[src/include/usb_rx_consts.svh]
////////////////////
// constants of the USB full-speed receiver: CRC polynomials and
// residues, the SYNC history pattern and the bit stuffing limit
////////////////////

`ifndef USB_RX_CONSTS_SVH
`define USB_RX_CONSTS_SVH

// CRC5 covers the eleven token bits, x^5 + x^2 + 1
`define USB_CRC5_POLY 5'b00101
// remainder left in the CRC5 register when the received CRC is correct
`define USB_CRC5_RESIDUE 5'b01100

// CRC16 covers the data payload, x^16 + x^15 + x^2 + 1
`define USB_CRC16_POLY 16'b1000000000000101
// remainder left in the CRC16 register when the received CRC is correct
`define USB_CRC16_RESIDUE 16'b1000000000001101

// last six sampled symbols of SYNC, K J K J K K, two bits per symbol
`define USB_SYNC_HISTORY 12'b011001100101

// six ones in a row are followed by a stuffed zero on the wire
`define USB_STUFF_LIMIT 6

// address plus endpoint, or the frame number, in a token
`define USB_TOKEN_BITS 11

`endif
[src/usb_pkt_pkg.sv]
////////////////////
// packet level types of the USB receiver: PID codes,
// packet kinds, token fields, data bytes and CRC registers
////////////////////

package usb_pkt_pkg;

  typedef logic [3:0] pid_t;

  // the lower two PID bits give the packet kind
  typedef enum logic [3:0] {
    PID_RSVD  = 4'b0000,
    PID_OUT   = 4'b0001,
    PID_ACK   = 4'b0010,
    PID_DATA0 = 4'b0011,
    PID_PING  = 4'b0100,
    PID_SOF   = 4'b0101,
    PID_NYET  = 4'b0110,
    PID_DATA2 = 4'b0111,
    PID_SPLIT = 4'b1000,
    PID_IN    = 4'b1001,
    PID_NAK   = 4'b1010,
    PID_DATA1 = 4'b1011,
    PID_PRE   = 4'b1100,
    PID_SETUP = 4'b1101,
    PID_STALL = 4'b1110,
    PID_MDATA = 4'b1111
  } usb_pid_e;

  typedef enum logic [1:0] {
    KIND_SPECIAL   = 2'b00,
    KIND_TOKEN     = 2'b01,
    KIND_HANDSHAKE = 2'b10,
    KIND_DATA      = 2'b11
  } pkt_kind_e;

  typedef logic [6:0]  addr_t;
  typedef logic [3:0]  endp_t;
  typedef logic [10:0] frame_num_t;
  typedef logic [7:0]  byte_t;
  typedef logic [4:0]  crc5_t;
  typedef logic [15:0] crc16_t;

endpackage

[src/usb_line_pkg.sv]
////////////////////
// line level types of the USB receiver: line symbols and
// the sample position inside a bit
////////////////////

package usb_line_pkg;

  // symbols seen on the D+/D- pair, the lower two bits are {D+, D-}
  // the transition state marks a sample where the pair may be skewed
  typedef enum logic [2:0] {
    LS_SE0   = 3'b000,
    LS_K     = 3'b001,
    LS_J     = 3'b010,
    LS_TRANS = 3'b100
  } line_state_e;

  // four samples per bit, phase 0 follows a recovered transition
  typedef logic [1:0] bit_phase_t;

endpackage

[src/usb_fs_rx.sv]
////////////////////
// USB full-speed packet receiver, top level
////////////////////

`timescale 1ns/1ns

module usb_fs_rx import usb_pkt_pkg::*; (
  input  logic       clk_i,
  input  logic       rst_ni,
  input  logic       link_reset_i,
  input  logic       cfg_eop_single_bit_i,
  input  logic       usb_dp_i,
  input  logic       usb_dn_i,
  input  logic       tx_en_i,
  output logic       bit_strobe_o,
  output logic       pkt_start_o,
  output logic       pkt_end_o,
  output pid_t       pid_o,
  output addr_t      addr_o,
  output endp_t      endp_o,
  output frame_num_t frame_num_o,
  output logic       rx_data_put_o,
  output byte_t      rx_data_o,
  output logic       valid_pid_o,
  output logic       valid_packet_o,
  output logic       crc5_error_o,
  output logic       crc16_error_o,
  output logic       pid_error_o,
  output logic       bitstuff_error_o
);

  // decoded bit stream shared by the PID/token and data paths
  logic       rx_bit, rx_bit_valid, stuff_err;
  logic       pid_done, pid_ok, crc5_ok;
  pkt_kind_e  kind;
  logic       byte_strobe, crc16_ok;
  byte_t      rx_byte;
  logic [4:0] len;

  usb_rx_line line_inst (
    .clk_i                (clk_i),
    .rst_ni               (rst_ni),
    .link_reset_i         (link_reset_i),
    .tx_en_i              (tx_en_i),
    .cfg_eop_single_bit_i (cfg_eop_single_bit_i),
    .usb_dp_i             (usb_dp_i),
    .usb_dn_i             (usb_dn_i),
    .bit_strobe_o         (bit_strobe_o),
    .bit_o                (rx_bit),
    .bit_valid_o          (rx_bit_valid),
    .pkt_start_o          (pkt_start_o),
    .pkt_end_o            (pkt_end_o),
    .stuff_err_o          (stuff_err)
  );

  usb_rx_pid_token pid_token_inst (
    .clk_i        (clk_i),
    .rst_ni       (rst_ni),
    .link_reset_i (link_reset_i),
    .bit_i        (rx_bit),
    .bit_valid_i  (rx_bit_valid),
    .pkt_start_i  (pkt_start_o),
    .pid_o        (pid_o),
    .pid_done_o   (pid_done),
    .pid_ok_o     (pid_ok),
    .crc5_ok_o    (crc5_ok),
    .kind_o       (kind),
    .addr_o       (addr_o),
    .endp_o       (endp_o),
    .frame_num_o  (frame_num_o)
  );

  usb_rx_data data_inst (
    .clk_i         (clk_i),
    .rst_ni        (rst_ni),
    .link_reset_i  (link_reset_i),
    .bit_i         (rx_bit),
    .bit_valid_i   (rx_bit_valid),
    .pkt_start_i   (pkt_start_o),
    .pid_done_i    (pid_done),
    .byte_strobe_o (byte_strobe),
    .byte_o        (rx_byte),
    .crc16_ok_o    (crc16_ok),
    .len_o         (len)
  );

  usb_rx_check check_inst (
    .pkt_end_i        (pkt_end_o),
    .stuff_err_i      (stuff_err),
    .pid_ok_i         (pid_ok),
    .kind_i           (kind),
    .crc5_ok_i        (crc5_ok),
    .crc16_ok_i       (crc16_ok),
    .len_i            (len),
    .byte_strobe_i    (byte_strobe),
    .byte_i           (rx_byte),
    .valid_pid_o      (valid_pid_o),
    .valid_packet_o   (valid_packet_o),
    .crc5_error_o     (crc5_error_o),
    .crc16_error_o    (crc16_error_o),
    .pid_error_o      (pid_error_o),
    .bitstuff_error_o (bitstuff_error_o),
    .rx_data_put_o    (rx_data_put_o),
    .rx_data_o        (rx_data_o)
  );

endmodule

[src/usb_rx_check.sv]
////////////////////
// packet checker: validity, error pulses and data strobe
////////////////////

`timescale 1ns/1ns

module usb_rx_check import usb_pkt_pkg::*; (
  input  logic       pkt_end_i,
  input  logic       stuff_err_i,
  input  logic       pid_ok_i,
  input  pkt_kind_e  kind_i,
  input  logic       crc5_ok_i,
  input  logic       crc16_ok_i,
  input  logic [4:0] len_i,
  input  logic       byte_strobe_i,
  input  byte_t      byte_i,
  output logic       valid_pid_o,
  output logic       valid_packet_o,
  output logic       crc5_error_o,
  output logic       crc16_error_o,
  output logic       pid_error_o,
  output logic       bitstuff_error_o,
  output logic       rx_data_put_o,
  output byte_t      rx_data_o
);

  logic is_token, is_data, is_handshake;
  logic hs_len_ok, token_len_ok, data_len_ok;

  assign is_token     = (kind_i == KIND_TOKEN);
  assign is_data      = (kind_i == KIND_DATA);
  assign is_handshake = (kind_i == KIND_HANDSHAKE);

  // a handshake carries nothing after the PID and a token sixteen bits
  assign hs_len_ok    = (len_i == 5'd0);
  assign token_len_ok = (len_i == 5'b10000);
  // data holds at least the CRC16 and ends on a byte boundary
  assign data_len_ok  = len_i[4] && (len_i[2:0] == 3'd0);

  assign valid_pid_o    = pid_ok_i;
  assign valid_packet_o = pid_ok_i && !stuff_err_i &&
                          ((is_handshake && hs_len_ok) ||
                           (is_token && token_len_ok && crc5_ok_i) ||
                           (is_data && data_len_ok && crc16_ok_i));

  // errors are reported once, in the end of packet cycle
  assign crc5_error_o     = pkt_end_i && is_token && !crc5_ok_i;
  assign crc16_error_o    = pkt_end_i && is_data && !crc16_ok_i;
  assign pid_error_o      = pkt_end_i && !pid_ok_i;
  assign bitstuff_error_o = pkt_end_i && stuff_err_i;

  // tokens and handshakes are deserialized too but never reach the user
  assign rx_data_put_o = byte_strobe_i && is_data;
  assign rx_data_o     = byte_i;

endmodule

[src/usb_rx_data.sv]
////////////////////
// byte deserializer, CRC16 and bit length count after the PID
////////////////////

`timescale 1ns/1ns

`include "usb_rx_consts.svh"

module usb_rx_data import usb_pkt_pkg::*; (
  input  logic       clk_i,
  input  logic       rst_ni,
  input  logic       link_reset_i,
  input  logic       bit_i,
  input  logic       bit_valid_i,
  input  logic       pkt_start_i,
  input  logic       pid_done_i,
  output logic       byte_strobe_o,
  output byte_t      byte_o,
  output logic       crc16_ok_o,
  output logic [4:0] len_o
);

  logic [8:0] byte_sr_q;
  logic       byte_full, post_pid_bit, crc16_fb;
  crc16_t     crc16_q;
  logic [3:0] len_q;
  logic       len16_q;

  // the sentinel reaches bit 0 with the eighth bit, the byte is offered
  // for that one cycle and the register restarts
  assign byte_full     = byte_sr_q[0];
  assign byte_strobe_o = byte_full;
  assign byte_o        = byte_sr_q[8:1];

  assign post_pid_bit = bit_valid_i && pid_done_i;
  assign crc16_fb     = bit_i ^ crc16_q[15];
  assign crc16_ok_o   = (crc16_q == `USB_CRC16_RESIDUE);

  // count modulo sixteen plus a sticky flag once sixteen bits are in
  assign len_o = {len16_q, len_q};

  always_ff @(posedge clk_i or negedge rst_ni) begin
    if (!rst_ni) begin
      byte_sr_q <= 9'b100000000;
      crc16_q   <= '1;
      len_q     <= '0;
      len16_q   <= 1'b0;
    end else if (link_reset_i || pkt_start_i) begin
      byte_sr_q <= 9'b100000000;
      crc16_q   <= '1;
      len_q     <= '0;
      len16_q   <= 1'b0;
    end else begin
      // bits are four clocks apart so a full byte never meets a new bit
      if (byte_full) begin
        byte_sr_q <= 9'b100000000;
      end else if (post_pid_bit) begin
        byte_sr_q <= {bit_i, byte_sr_q[8:1]};
      end
      if (post_pid_bit) begin
        crc16_q <= {crc16_q[14:0], 1'b0} ^ ({16{crc16_fb}} & `USB_CRC16_POLY);
        len16_q <= len16_q | (&len_q);
        len_q   <= len_q + 4'd1;
      end
    end
  end

endmodule

[src/usb_rx_pid_token.sv]
////////////////////
// PID capture and check, packet kind, CRC5 and token fields
////////////////////

`timescale 1ns/1ns

`include "usb_rx_consts.svh"

module usb_rx_pid_token import usb_pkt_pkg::*; (
  input  logic       clk_i,
  input  logic       rst_ni,
  input  logic       link_reset_i,
  input  logic       bit_i,
  input  logic       bit_valid_i,
  input  logic       pkt_start_i,
  output pid_t       pid_o,
  output logic       pid_done_o,
  output logic       pid_ok_o,
  output logic       crc5_ok_o,
  output pkt_kind_e  kind_o,
  output addr_t      addr_o,
  output endp_t      endp_o,
  output frame_num_t frame_num_o
);

  // bits arrive LSB first behind a sentinel, it lands in bit 0 once the
  // whole PID byte is in
  logic [8:0] pid_sr_q;
  logic [`USB_TOKEN_BITS:0] tok_sr_q;
  logic       pid_done, tok_done, post_pid_bit, crc5_fb;
  pkt_kind_e  kind;
  crc5_t      crc5_q;

  assign pid_done     = pid_sr_q[0];
  assign tok_done     = tok_sr_q[0];
  assign post_pid_bit = bit_valid_i && pid_done;
  assign crc5_fb      = bit_i ^ crc5_q[4];
  assign kind         = pkt_kind_e'(pid_sr_q[2:1]);

  // the upper nibble must be the complement of the PID itself
  assign pid_o      = pid_sr_q[4:1];
  assign pid_done_o = pid_done;
  assign pid_ok_o   = pid_done && (pid_sr_q[4:1] == ~pid_sr_q[8:5]);
  assign kind_o     = kind;
  assign crc5_ok_o  = (crc5_q == `USB_CRC5_RESIDUE);

  always_ff @(posedge clk_i or negedge rst_ni) begin
    if (!rst_ni) begin
      pid_sr_q <= 9'b100000000;
      crc5_q   <= '1;
      tok_sr_q <= {1'b1, {`USB_TOKEN_BITS{1'b0}}};
    end else if (link_reset_i || pkt_start_i) begin
      pid_sr_q <= 9'b100000000;
      crc5_q   <= '1;
      tok_sr_q <= {1'b1, {`USB_TOKEN_BITS{1'b0}}};
    end else begin
      if (bit_valid_i && !pid_done) begin
        pid_sr_q <= {bit_i, pid_sr_q[8:1]};
      end
      // CRC5 runs over every bit after the PID, CRC bits included
      if (post_pid_bit) begin
        crc5_q <= {crc5_q[3:0], 1'b0} ^ ({5{crc5_fb}} & `USB_CRC5_POLY);
      end
      if (post_pid_bit && kind == KIND_TOKEN && !tok_done) begin
        tok_sr_q <= {bit_i, tok_sr_q[`USB_TOKEN_BITS:1]};
      end
    end
  end

  // address is token bits 0 to 6, endpoint bits 7 to 10, an SOF uses
  // all eleven as the frame number
  always_ff @(posedge clk_i or negedge rst_ni) begin
    if (!rst_ni) begin
      addr_o      <= '0;
      endp_o      <= '0;
      frame_num_o <= '0;
    end else if (link_reset_i) begin
      addr_o      <= '0;
      endp_o      <= '0;
      frame_num_o <= '0;
    end else if (tok_done && kind == KIND_TOKEN) begin
      addr_o      <= tok_sr_q[7:1];
      endp_o      <= tok_sr_q[11:8];
      frame_num_o <= tok_sr_q[11:1];
    end
  end

endmodule

[src/usb_rx_line.sv]
////////////////////
// USB receive front end: line state recovery, clock recovery,
// SYNC and EOP framing, NRZI decode and bit unstuffing
////////////////////

`timescale 1ns/1ns

`include "usb_rx_consts.svh"

module usb_rx_line import usb_line_pkg::*; (
  input  logic clk_i,
  input  logic rst_ni,
  input  logic link_reset_i,
  input  logic tx_en_i,
  input  logic cfg_eop_single_bit_i,
  input  logic usb_dp_i,
  input  logic usb_dn_i,
  output logic bit_strobe_o,
  output logic bit_o,
  output logic bit_valid_o,
  output logic pkt_start_o,
  output logic pkt_end_o,
  output logic stuff_err_o
);

  ////////////////////
  // line state recovery
  ////////////////////

  logic [1:0]  dpair;
  line_state_e pair_state;
  line_state_e line_state_q, line_state_d;

  // while transmitting the receiver sees an idle J line
  assign dpair = tx_en_i ? 2'b10 : {usb_dp_i, usb_dn_i};

  // an illegal SE1 is taken as SE0 so that it ends a packet
  always_comb begin
    case (dpair)
      2'b10:   pair_state = LS_J;
      2'b01:   pair_state = LS_K;
      default: pair_state = LS_SE0;
    endcase
  end

  // a change on the pair first goes through the transition state, the
  // new symbol is taken one cycle later when both wires have settled
  always_comb begin
    line_state_d = line_state_q;
    if (line_state_q == LS_TRANS) begin
      line_state_d = pair_state;
    end else if (pair_state != line_state_q) begin
      line_state_d = LS_TRANS;
    end
  end

  ////////////////////
  // clock recovery
  ////////////////////

  bit_phase_t bit_phase_q;
  logic       sample_en;

  // the symbol is sampled mid-bit, the phase restarts on every transition
  assign sample_en    = (bit_phase_q == 2'd1);
  assign bit_strobe_o = (bit_phase_q == 2'd2);

  always_ff @(posedge clk_i or negedge rst_ni) begin
    if (!rst_ni) begin
      line_state_q <= LS_SE0;
      bit_phase_q  <= '0;
    end else if (link_reset_i) begin
      line_state_q <= LS_SE0;
      bit_phase_q  <= '0;
    end else begin
      line_state_q <= line_state_d;
      bit_phase_q  <= (line_state_q == LS_TRANS) ? '0 : bit_phase_q + 2'd1;
    end
  end

  ////////////////////
  // packet framing
  ////////////////////

  logic [11:0] line_hist_q;
  logic        pkt_active_q, pkt_active_d;
  logic        see_eop;
  logic        stuff_err_q;

  // an EOP is one or two sampled SE0 symbols, a stuffing error also ends
  // the packet at the next sample
  assign see_eop = (cfg_eop_single_bit_i && line_hist_q[1:0] == 2'b00) ||
                   (line_hist_q[3:0] == 4'b0000) || stuff_err_q;

  always_comb begin
    pkt_active_d = pkt_active_q;
    if (sample_en) begin
      if (!pkt_active_q && line_hist_q == `USB_SYNC_HISTORY) begin
        pkt_active_d = 1'b1;
      end else if (pkt_active_q && see_eop) begin
        pkt_active_d = 1'b0;
      end
    end
  end

  // start pulses as the PID begins, not at the first SYNC edge
  assign pkt_start_o = pkt_active_d & ~pkt_active_q;
  assign pkt_end_o   = ~pkt_active_d & pkt_active_q;

  // the history starts as an idle J line
  always_ff @(posedge clk_i or negedge rst_ni) begin
    if (!rst_ni) begin
      line_hist_q  <= 12'b101010101010;
      pkt_active_q <= 1'b0;
    end else if (link_reset_i) begin
      line_hist_q  <= 12'b101010101010;
      pkt_active_q <= 1'b0;
    end else begin
      if (sample_en) begin
        line_hist_q <= {line_hist_q[9:0], line_state_q[1:0]};
      end
      pkt_active_q <= pkt_active_d;
    end
  end

  ////////////////////
  // NRZI decode and unstuffing
  ////////////////////

  logic din, sym_ok, dvalid_raw;
  logic [`USB_STUFF_LIMIT-1:0] ones_q;
  logic stuff_full;

  // an unchanged symbol is a one, a J/K change is a zero
  always_comb begin
    unique case (line_hist_q[3:0])
      4'b0101, 4'b1010: begin
        din    = 1'b1;
        sym_ok = 1'b1;
      end
      4'b0110, 4'b1001: begin
        din    = 1'b0;
        sym_ok = 1'b1;
      end
      default: begin
        din    = 1'b0;
        sym_ok = 1'b0;
      end
    endcase
  end

  assign dvalid_raw = pkt_active_q && sample_en && sym_ok;
  assign stuff_full = &ones_q;

  // the zero after six ones is dropped, a seventh one is an error
  assign bit_o       = din;
  assign bit_valid_o = dvalid_raw && !stuff_full;
  assign stuff_err_o = stuff_err_q;

  always_ff @(posedge clk_i or negedge rst_ni) begin
    if (!rst_ni) begin
      ones_q      <= '0;
      stuff_err_q <= 1'b0;
    end else if (link_reset_i) begin
      ones_q      <= '0;
      stuff_err_q <= 1'b0;
    end else begin
      if (pkt_end_o) begin
        ones_q <= '0;
      end else if (dvalid_raw) begin
        ones_q <= {ones_q[`USB_STUFF_LIMIT-2:0], din};
      end
      if (pkt_start_o) begin
        stuff_err_q <= 1'b0;
      end else if (dvalid_raw && stuff_full && din) begin
        stuff_err_q <= 1'b1;
      end
    end
  end

endmodule

[config.mk]
export PLATFORM = sky130hd
export DESIGN_NAME = usb_fs_rx
export DESIGN_NICKNAME = d
export VERILOG_FILES = /design/src/usb_pkt_pkg.sv /design/src/usb_line_pkg.sv /design/src/usb_fs_rx.sv /design/src/usb_rx_check.sv /design/src/usb_rx_data.sv /design/src/usb_rx_pid_token.sv /design/src/usb_rx_line.sv
export VERILOG_INCLUDE_DIRS = /design/src /design/src/include
export SDC_FILE = /design/constraint.sdc
export NUM_CORES = 1
export LEC_CHECK = 0
export BUFFER_PORTS_ARGS = -buffer_cell sky130_fd_sc_hd__buf_2
export CAP_MARGIN = 20
export CORE_MARGIN = 2
export CORE_UTILIZATION = 50
export DETAILED_ROUTE_END_ITERATION = 7
export GPL_TIMING_DRIVEN = 0
export PLACE_DENSITY = 0.72
export RECOVER_POWER = 25
export SLEW_MARGIN = 20
export SYNTH_ARGS = -nofsm -noshare
export SYNTH_HDL_FRONTEND = slang
export SYNTH_SLANG_ARGS = --single-unit
[constraint.sdc]
create_clock -name clk_i -period 1.7 [get_ports clk_i]
set_clock_uncertainty 0.05 [all_clocks]
set_input_delay 0.17 -clock clk_i [delete_from_list [all_inputs] [get_ports clk_i]]
set_output_delay 0.17 -clock clk_i [all_outputs]
set_load 0.005 [all_outputs]
# Word level (Yosys, flattened, before mapping)

Cells that the tools add are included.

Bits in registers: 103
Logic and storage cells: 148
Output and inout bits: 44
Bits of input ports: 7

Reductions and logical operators: 59
$add $sub $neg: 2
Multiplexer cells: 42
Bitwise gates (word level): 10
Eq/ne operators: 18

Operator list:

| operator             | count |
|---|---|
| $mux 12              | 4 |
| $mux 9               | 5 |
| $mux 16              | 2 |
| $logic_and 1x1->1    | 29 |
| $mux 11              | 2 |
| $mux 6               | 3 |
| $eq 16x16->1 const B | 1 |
| $mux 4               | 4 |
| $xor 16x16->16       | 1 |
| $mux 7               | 2 |
| $eq 12x11->1 const B | 1 |
| $reduce_bool 3->1    | 4 |
| $mux 1               | 11 |
| $mux 5               | 2 |
| $reduce_bool 2->1    | 5 |
| $mux 3               | 3 |
| $eq 2x2->1 const B   | 4 |
| $eq 4x3->1 const B   | 2 |
| $eq 4x4->1 const B   | 2 |
| $logic_not 1->1      | 8 |
| $eq 2x1->1 const B   | 3 |
| $mux 2               | 3 |
| $reduce_and 6->1     | 1 |
| $eq 5x4->1 const B   | 1 |
| other kinds (21)     | 28 |

# Longest topological paths before layout

Depth after elaboration: 12
Depth in mapped cells: 10
Mapped depth without buffers: 7

# By module

A second synthesis with hierarchy kept.

Cells, all modules: 437
Area total of the unflattened synthesis: 4409.2 µm²

By module, submodules not included:

| module           | area each (µm²) | times used | sequential area each (µm²) | cells an instance |
|---|---|---|---|---|
| usb_rx_pid_token | 1690.4          | 1          | 934.6                      | 159 |
| usb_rx_data      | 1325.0          | 1          | 772.0                      | 142 |
| usb_rx_line      | 1231.2          | 1          | 633.1                      | 115 |
| usb_rx_check     | 162.7           | 1          | 0.0                        | 21 |

# Least setup slack after synthesis

OpenSTA, ideal clock, no wires.

Kind: register to register
Start point: reg line_inst.bit_phase_q[1]
End point: reg pid_token_inst.tok_sr_q[10]
Cell stages (with the launch flop): 10
Required time: 1.517 ns
Library setup time: 0.133 ns
Slack: -0.073 ns
Arrival time: 1.589 ns
Path through: dfrtp_1 inv_1 ha_1 and4b_1 nand4_1 o21ba_2 buf_2 buf_2 nand3_1 o21ai_0

Word-level cells in the longest chain between the ends: 8

Ends and longest elaborated chain:

| item                           | line                   | RTL |
|---|---|---|
| start: declaration             | usb_rx_line.sv:61      | `bit_phase_t bit_phase_q;` |
| start signal: assignment       | usb_rx_line.sv:77      | `bit_phase_q <= (line_state_q == LS_TRANS) ? '0 : bit_phase_q + 2'd1;` |
| $eq 2x1->1 *                   | usb_rx_line.sv:65      | `assign sample_en = (bit_phase_q == 2'd1);` |
| $logic_and 1x1->1 (2 in a row) | usb_rx_line.sv:152     | `assign dvalid_raw = pkt_active_q && sample_en && sym_ok;` |
| $logic_and 1x1->1              | usb_rx_line.sv:157     | `assign bit_valid_o = dvalid_raw && !stuff_full;` |
| $logic_and 1x1->1              | usb_rx_pid_token.sv:36 | `assign post_pid_bit = bit_valid_i && pid_done;` |
| $logic_and 1x1->1 (2 in a row) | usb_rx_pid_token.sv:64 | `if (post_pid_bit && kind == KIND_TOKEN && !tok_done) begin` |
| $reduce_bool 2->1 (no line)    | --                     |  |
| end signal: assignment         | usb_rx_pid_token.sv:51 | `` tok_sr_q <= {1'b1, {`USB_TOKEN_BITS{1'b0}}}; `` |
| end signal: assignment         | usb_rx_pid_token.sv:55 | `` tok_sr_q <= {1'b1, {`USB_TOKEN_BITS{1'b0}}}; `` |
| end signal: assignment         | usb_rx_pid_token.sv:65 | `` tok_sr_q <= {bit_i, tok_sr_q[`USB_TOKEN_BITS:1]}; `` |
| end: declaration               | usb_rx_pid_token.sv:29 | `` logic [`USB_TOKEN_BITS:0] tok_sr_q; `` |

Mark *: on every way between the ends. The rest lies on a longest branch, timed or not.
A chain may end at the register's enable or synchronous reset.

# Final worst setup path

Start point: reg pid_token_inst.crc5_q[3]
End point: out valid_packet_o

Word-level cells in the longest chain between the ends: 5

Ends and longest elaborated chain:

| item                     | line                   | RTL |
|---|---|---|
| start: declaration       | usb_rx_pid_token.sv:32 | `crc5_t crc5_q;` |
| start signal: assignment | usb_rx_pid_token.sv:62 | `` crc5_q <= {crc5_q[3:0], 1'b0} ^ ({5{crc5_fb}} & `USB_CRC5_POLY); `` |
| $eq 5x4->1 (no line)     | --                     |  |
| $logic_and 1x1->1        | usb_rx_check.sv:43     | `(is_token && token_len_ok && crc5_ok_i) \|\|` |
| $logic_or 1x1->1         | usb_rx_check.sv:42     | `((is_handshake && hs_len_ok) \|\|` |
| $logic_or 1x1->1         | usb_rx_check.sv:43     |  |
| $logic_and 1x1->1        | usb_rx_check.sv:41     | `assign valid_packet_o = pid_ok_i && !stuff_err_i &&` |
| end: declaration         | usb_fs_rx.sv:25        | `output logic valid_packet_o,` |

Every way passes these cells.

==> results.toml <==
[route]
drc = 0
via_per_inst = 5.90
firstDrtPassIters = 5
routed_wl_microns = 14200
wl_met3_microns = 584
avgRoutedWirePerCell_microns = 21.0
vias = 3988
drt_iter0_drc = 200
top_layer = "met4"
ant_nets = 0
met2_length_microns = 7470
m1WireLength_microns = 5490

[timing]
max_freq_ghz = 0.451
max_slew_margin = 0.249
rsz0062_at_grt = "yes"
fin_ws_ns = -0.516
slew_violations = 0
post-route-period-util = 1.30
fin_crit_ns = 2.22
setup_viol = 67
finalHoldViolCount = 0
tightest_slew_ns = 1.13

[global_routing]
grt_max_degree = 52
track_usage = 0.271
grt_overflow = 0
grt_pass1_wl_microns = 20500
grt_pass1_vias = 4011
antenna_found_initial = 0

[logic_synthesis]
synth_flop_cell = "dfrtp_1"
yosysSeqAreaShare = 0.543
synth_area_per_cell_sq_um = 9.88
synth_enable_flop_cells = 0
syn_inst = 436
yosysWarningCount = 0
synth_cell_types = 47
netlist_area_sq_mm = 0.00431
synthArstFlopShare = 1.00
ys_ff_latch = 92
syn_nets = 447

[critical_path]
cpMaxStageDelayCell = "dfstp_2"
cp.required_ns = 1.48
critPathKind = "reg -> out"
reg2reg_from = "line_inst.bit_phase_q[1]"
crit_fanout = 2
worstSetupStartpoint = "pid_token_inst.crc5_q[3]"
worstPathArrival_ns = 2.00
crit_path_max_incr_delay_ns = 0.56
path_cells = "nor4b_4 > nand2_2 > o31a_1 > o22ai_1 > and3_1 > buf_2"
cp-start-kind = "flop"
path_buf_inv = 1
end_kind = "output pin"
critical-path-top-delay-family = "simple AND/OR/NAND/NOR gates"

[floorplan]
num_rows = 33
ios = 51
die_w_microns = 96.8
dieArea_sq_mm = 0.00938
core_sq_mm = 0.00830
start_util = 0.519
die_y_microns = 96.8

[power]
combPwrFrac = 0.148
seqPwrFrac = 0.506
switching_share = 0.267
p_clk_frac = 0.347
power_density_mw_per_mm2 = 675
ir_worst_vdd_uv = 502
internal_power_uw = 3290
switchingPower_uw = 1200
power_leakage_uw = 0.00298

[run_status]
violations = "setup timing"
status = "complete, but fails checks"

[cells_and_area]
mostFrequentLayoutCells = "57 x dfrtp_1, 48 x buf_2, 46 x buf_4"
drive_gt1_frac = 0.606
area_growth_pct = 54.2
nets = 577
layout_commonest_cell = "dfrtp_1"
fin_area_sq_mm = 0.00664
diodes = 0
layout.cells.non_filler = 676

[flow_run]
drv_cap = 0

[placed_design]
dpl_cell_area_sq_mm = 0.00475
port_buffers = 50
dp_cells = 592
gp_congestion = 0.804
hpwlAfterDp_microns = 6450

[worst_hold_path]
hp-start = "usb_dn_i"
hold_class = "in -> reg"

[clocking]
clkTransAtPathRegs_ns = 0.10
cts.sinks = 92
cts_buffer_depth = 2
numCtsBuffers = 9
cts_tree = "yes"
clock_latency_ns = 0.38
cts.htree.levels = 3
cts-root-buf = "clkbuf_8"
metrics by stage:
step	util	hold slack [ns]	setup WS [ns]	setup TNS, ns	power, uW
after floorplan	-	-0.176	-0.0195	-0.267	2510
after global placement	0.569	0.411	-0.398	-41.87	2620
after detailed placement	0.572	0.148	-0.406	-20.12	2640
after CTS	0.750	0.0497	-0.406	-10.54	4290
after global routing	0.801	0.0626	-0.569	-17.49	4650
final	0.801	0.0640	-0.516	-12.98	4480
what timing repair did:
| action | 4_1_cts | 5_1_grt |
|---|---|---|
| endpoints found under the hold margin | 25 | 0 |
| gates cloned | 12 | 0 |
| pin swaps | 58 | 24 |
| buffers inserted | 42 | 24 |
| hold buffers | 1 | 0 |
| setup endpoints to repair | 85 | 81 |
| resized for setup | 204 | 86 |
tightest hold or removal path, stage by stage:
cell and delay (ns):
buf_2 0.13, nand3b_1 0.11, nor2_1 0.06
metal layers:
metal / vias to the layer above / global-route usage
met3: 55 / 0.0527
met4: 0 / 0.145
met5: - / 0
met1: 2031 / 0.320
met2: 149 / 0.467
li1: 1753 / -
final timing paths:
check	depth (start not counted)	slack [ns]	to
worst max-delay path	6	-0.52	valid_packet_o
worst min-delay path	3	0.06	line_inst.line_state_q[0]
worst max register to register	11	-0.28	pid_token_inst.tok_sr_q[2]
worst min register to register	2	0.47	pid_token_inst.tok_sr_q[10]
max in group asynchronous	3	0.25	data_inst.crc16_q[15]
min in group asynchronous	2	0.48	line_inst.line_hist_q[8]
layout make-up:
class / count / area [sq um]
timing repair buffer: 125 / 1110
buffer: 36 / 352
clock inverter: 5 / 60.1
sequential: 92 / 2350
tap: 105 / 131
inverter: 9 / 33.8
multi-input combinational: 293 / 2470
clock buffer: 11 / 141
fill: 463 / 1660
cells by family (layout without fill, tap and decap cells):
group           Yosys count  in the layout  share of synthesized area
buf+inv                  51            186                     0.0645
simple gates            191            191                      0.213
compound gates           70             70                      0.107
flops                    92             92                      0.543
mux                      13             13                     0.0302
fa+ha+maj                 4              4                     0.0116
xor+xnor                 15             15                     0.0305
power by group through the flow:
stage / combinational (uW) / clock [uW] / sequential [uW]
after global placement: 317 / 0 / 2300
after floorplan: 218 / 0 / 2300
after detailed placement: 335 / 0 / 2300
after global routing: 701 / 1670 / 2270
final: 662 / 1550 / 2270
after CTS: 500 / 1520 / 2260
synthesized netlist by cell type (all sizes together), types with 6 or more instances:
master   n  area share
a211o    6       0.012
a21oi   14       0.016
a22o    11       0.022
a31oi    6      0.0087
and3     6      0.0087
buf     29       0.045
clkbuf  13       0.011
dfrtp   62        0.36
dfstp   30        0.18
inv      9      0.0078
mux2i   13       0.030
nand2   77       0.067
nand3   36       0.043
nor2    33       0.029
nor2b    8       0.012
nor3     7      0.0093
o21ai   19       0.022
xnor2   13       0.026
state kept, by name, indices dropped and copies added, names as in the netlist:
signal / cells
pid_token_inst.tok_sr_q: 12
pid_token_inst.endp_o: 1
pid_token_inst.pid_sr_q: 9
data_inst.byte_sr_q: 9
pid_token_inst.crc5_q: 5
line_inst.line_hist_q: 12
data_inst.crc16_q: 16
line_inst.pkt_active_q: 1
pid_token_inst.frame_num_o: 10
line_inst.stuff_err_o: 1
line_inst.bit_phase_q: 2
line_inst.line_state_q: 3
data_inst.len_q: 4
data_inst.len16_q: 1
line_inst.ones_q: 6
No activity file was read; power rests on OpenSTA's default activity.
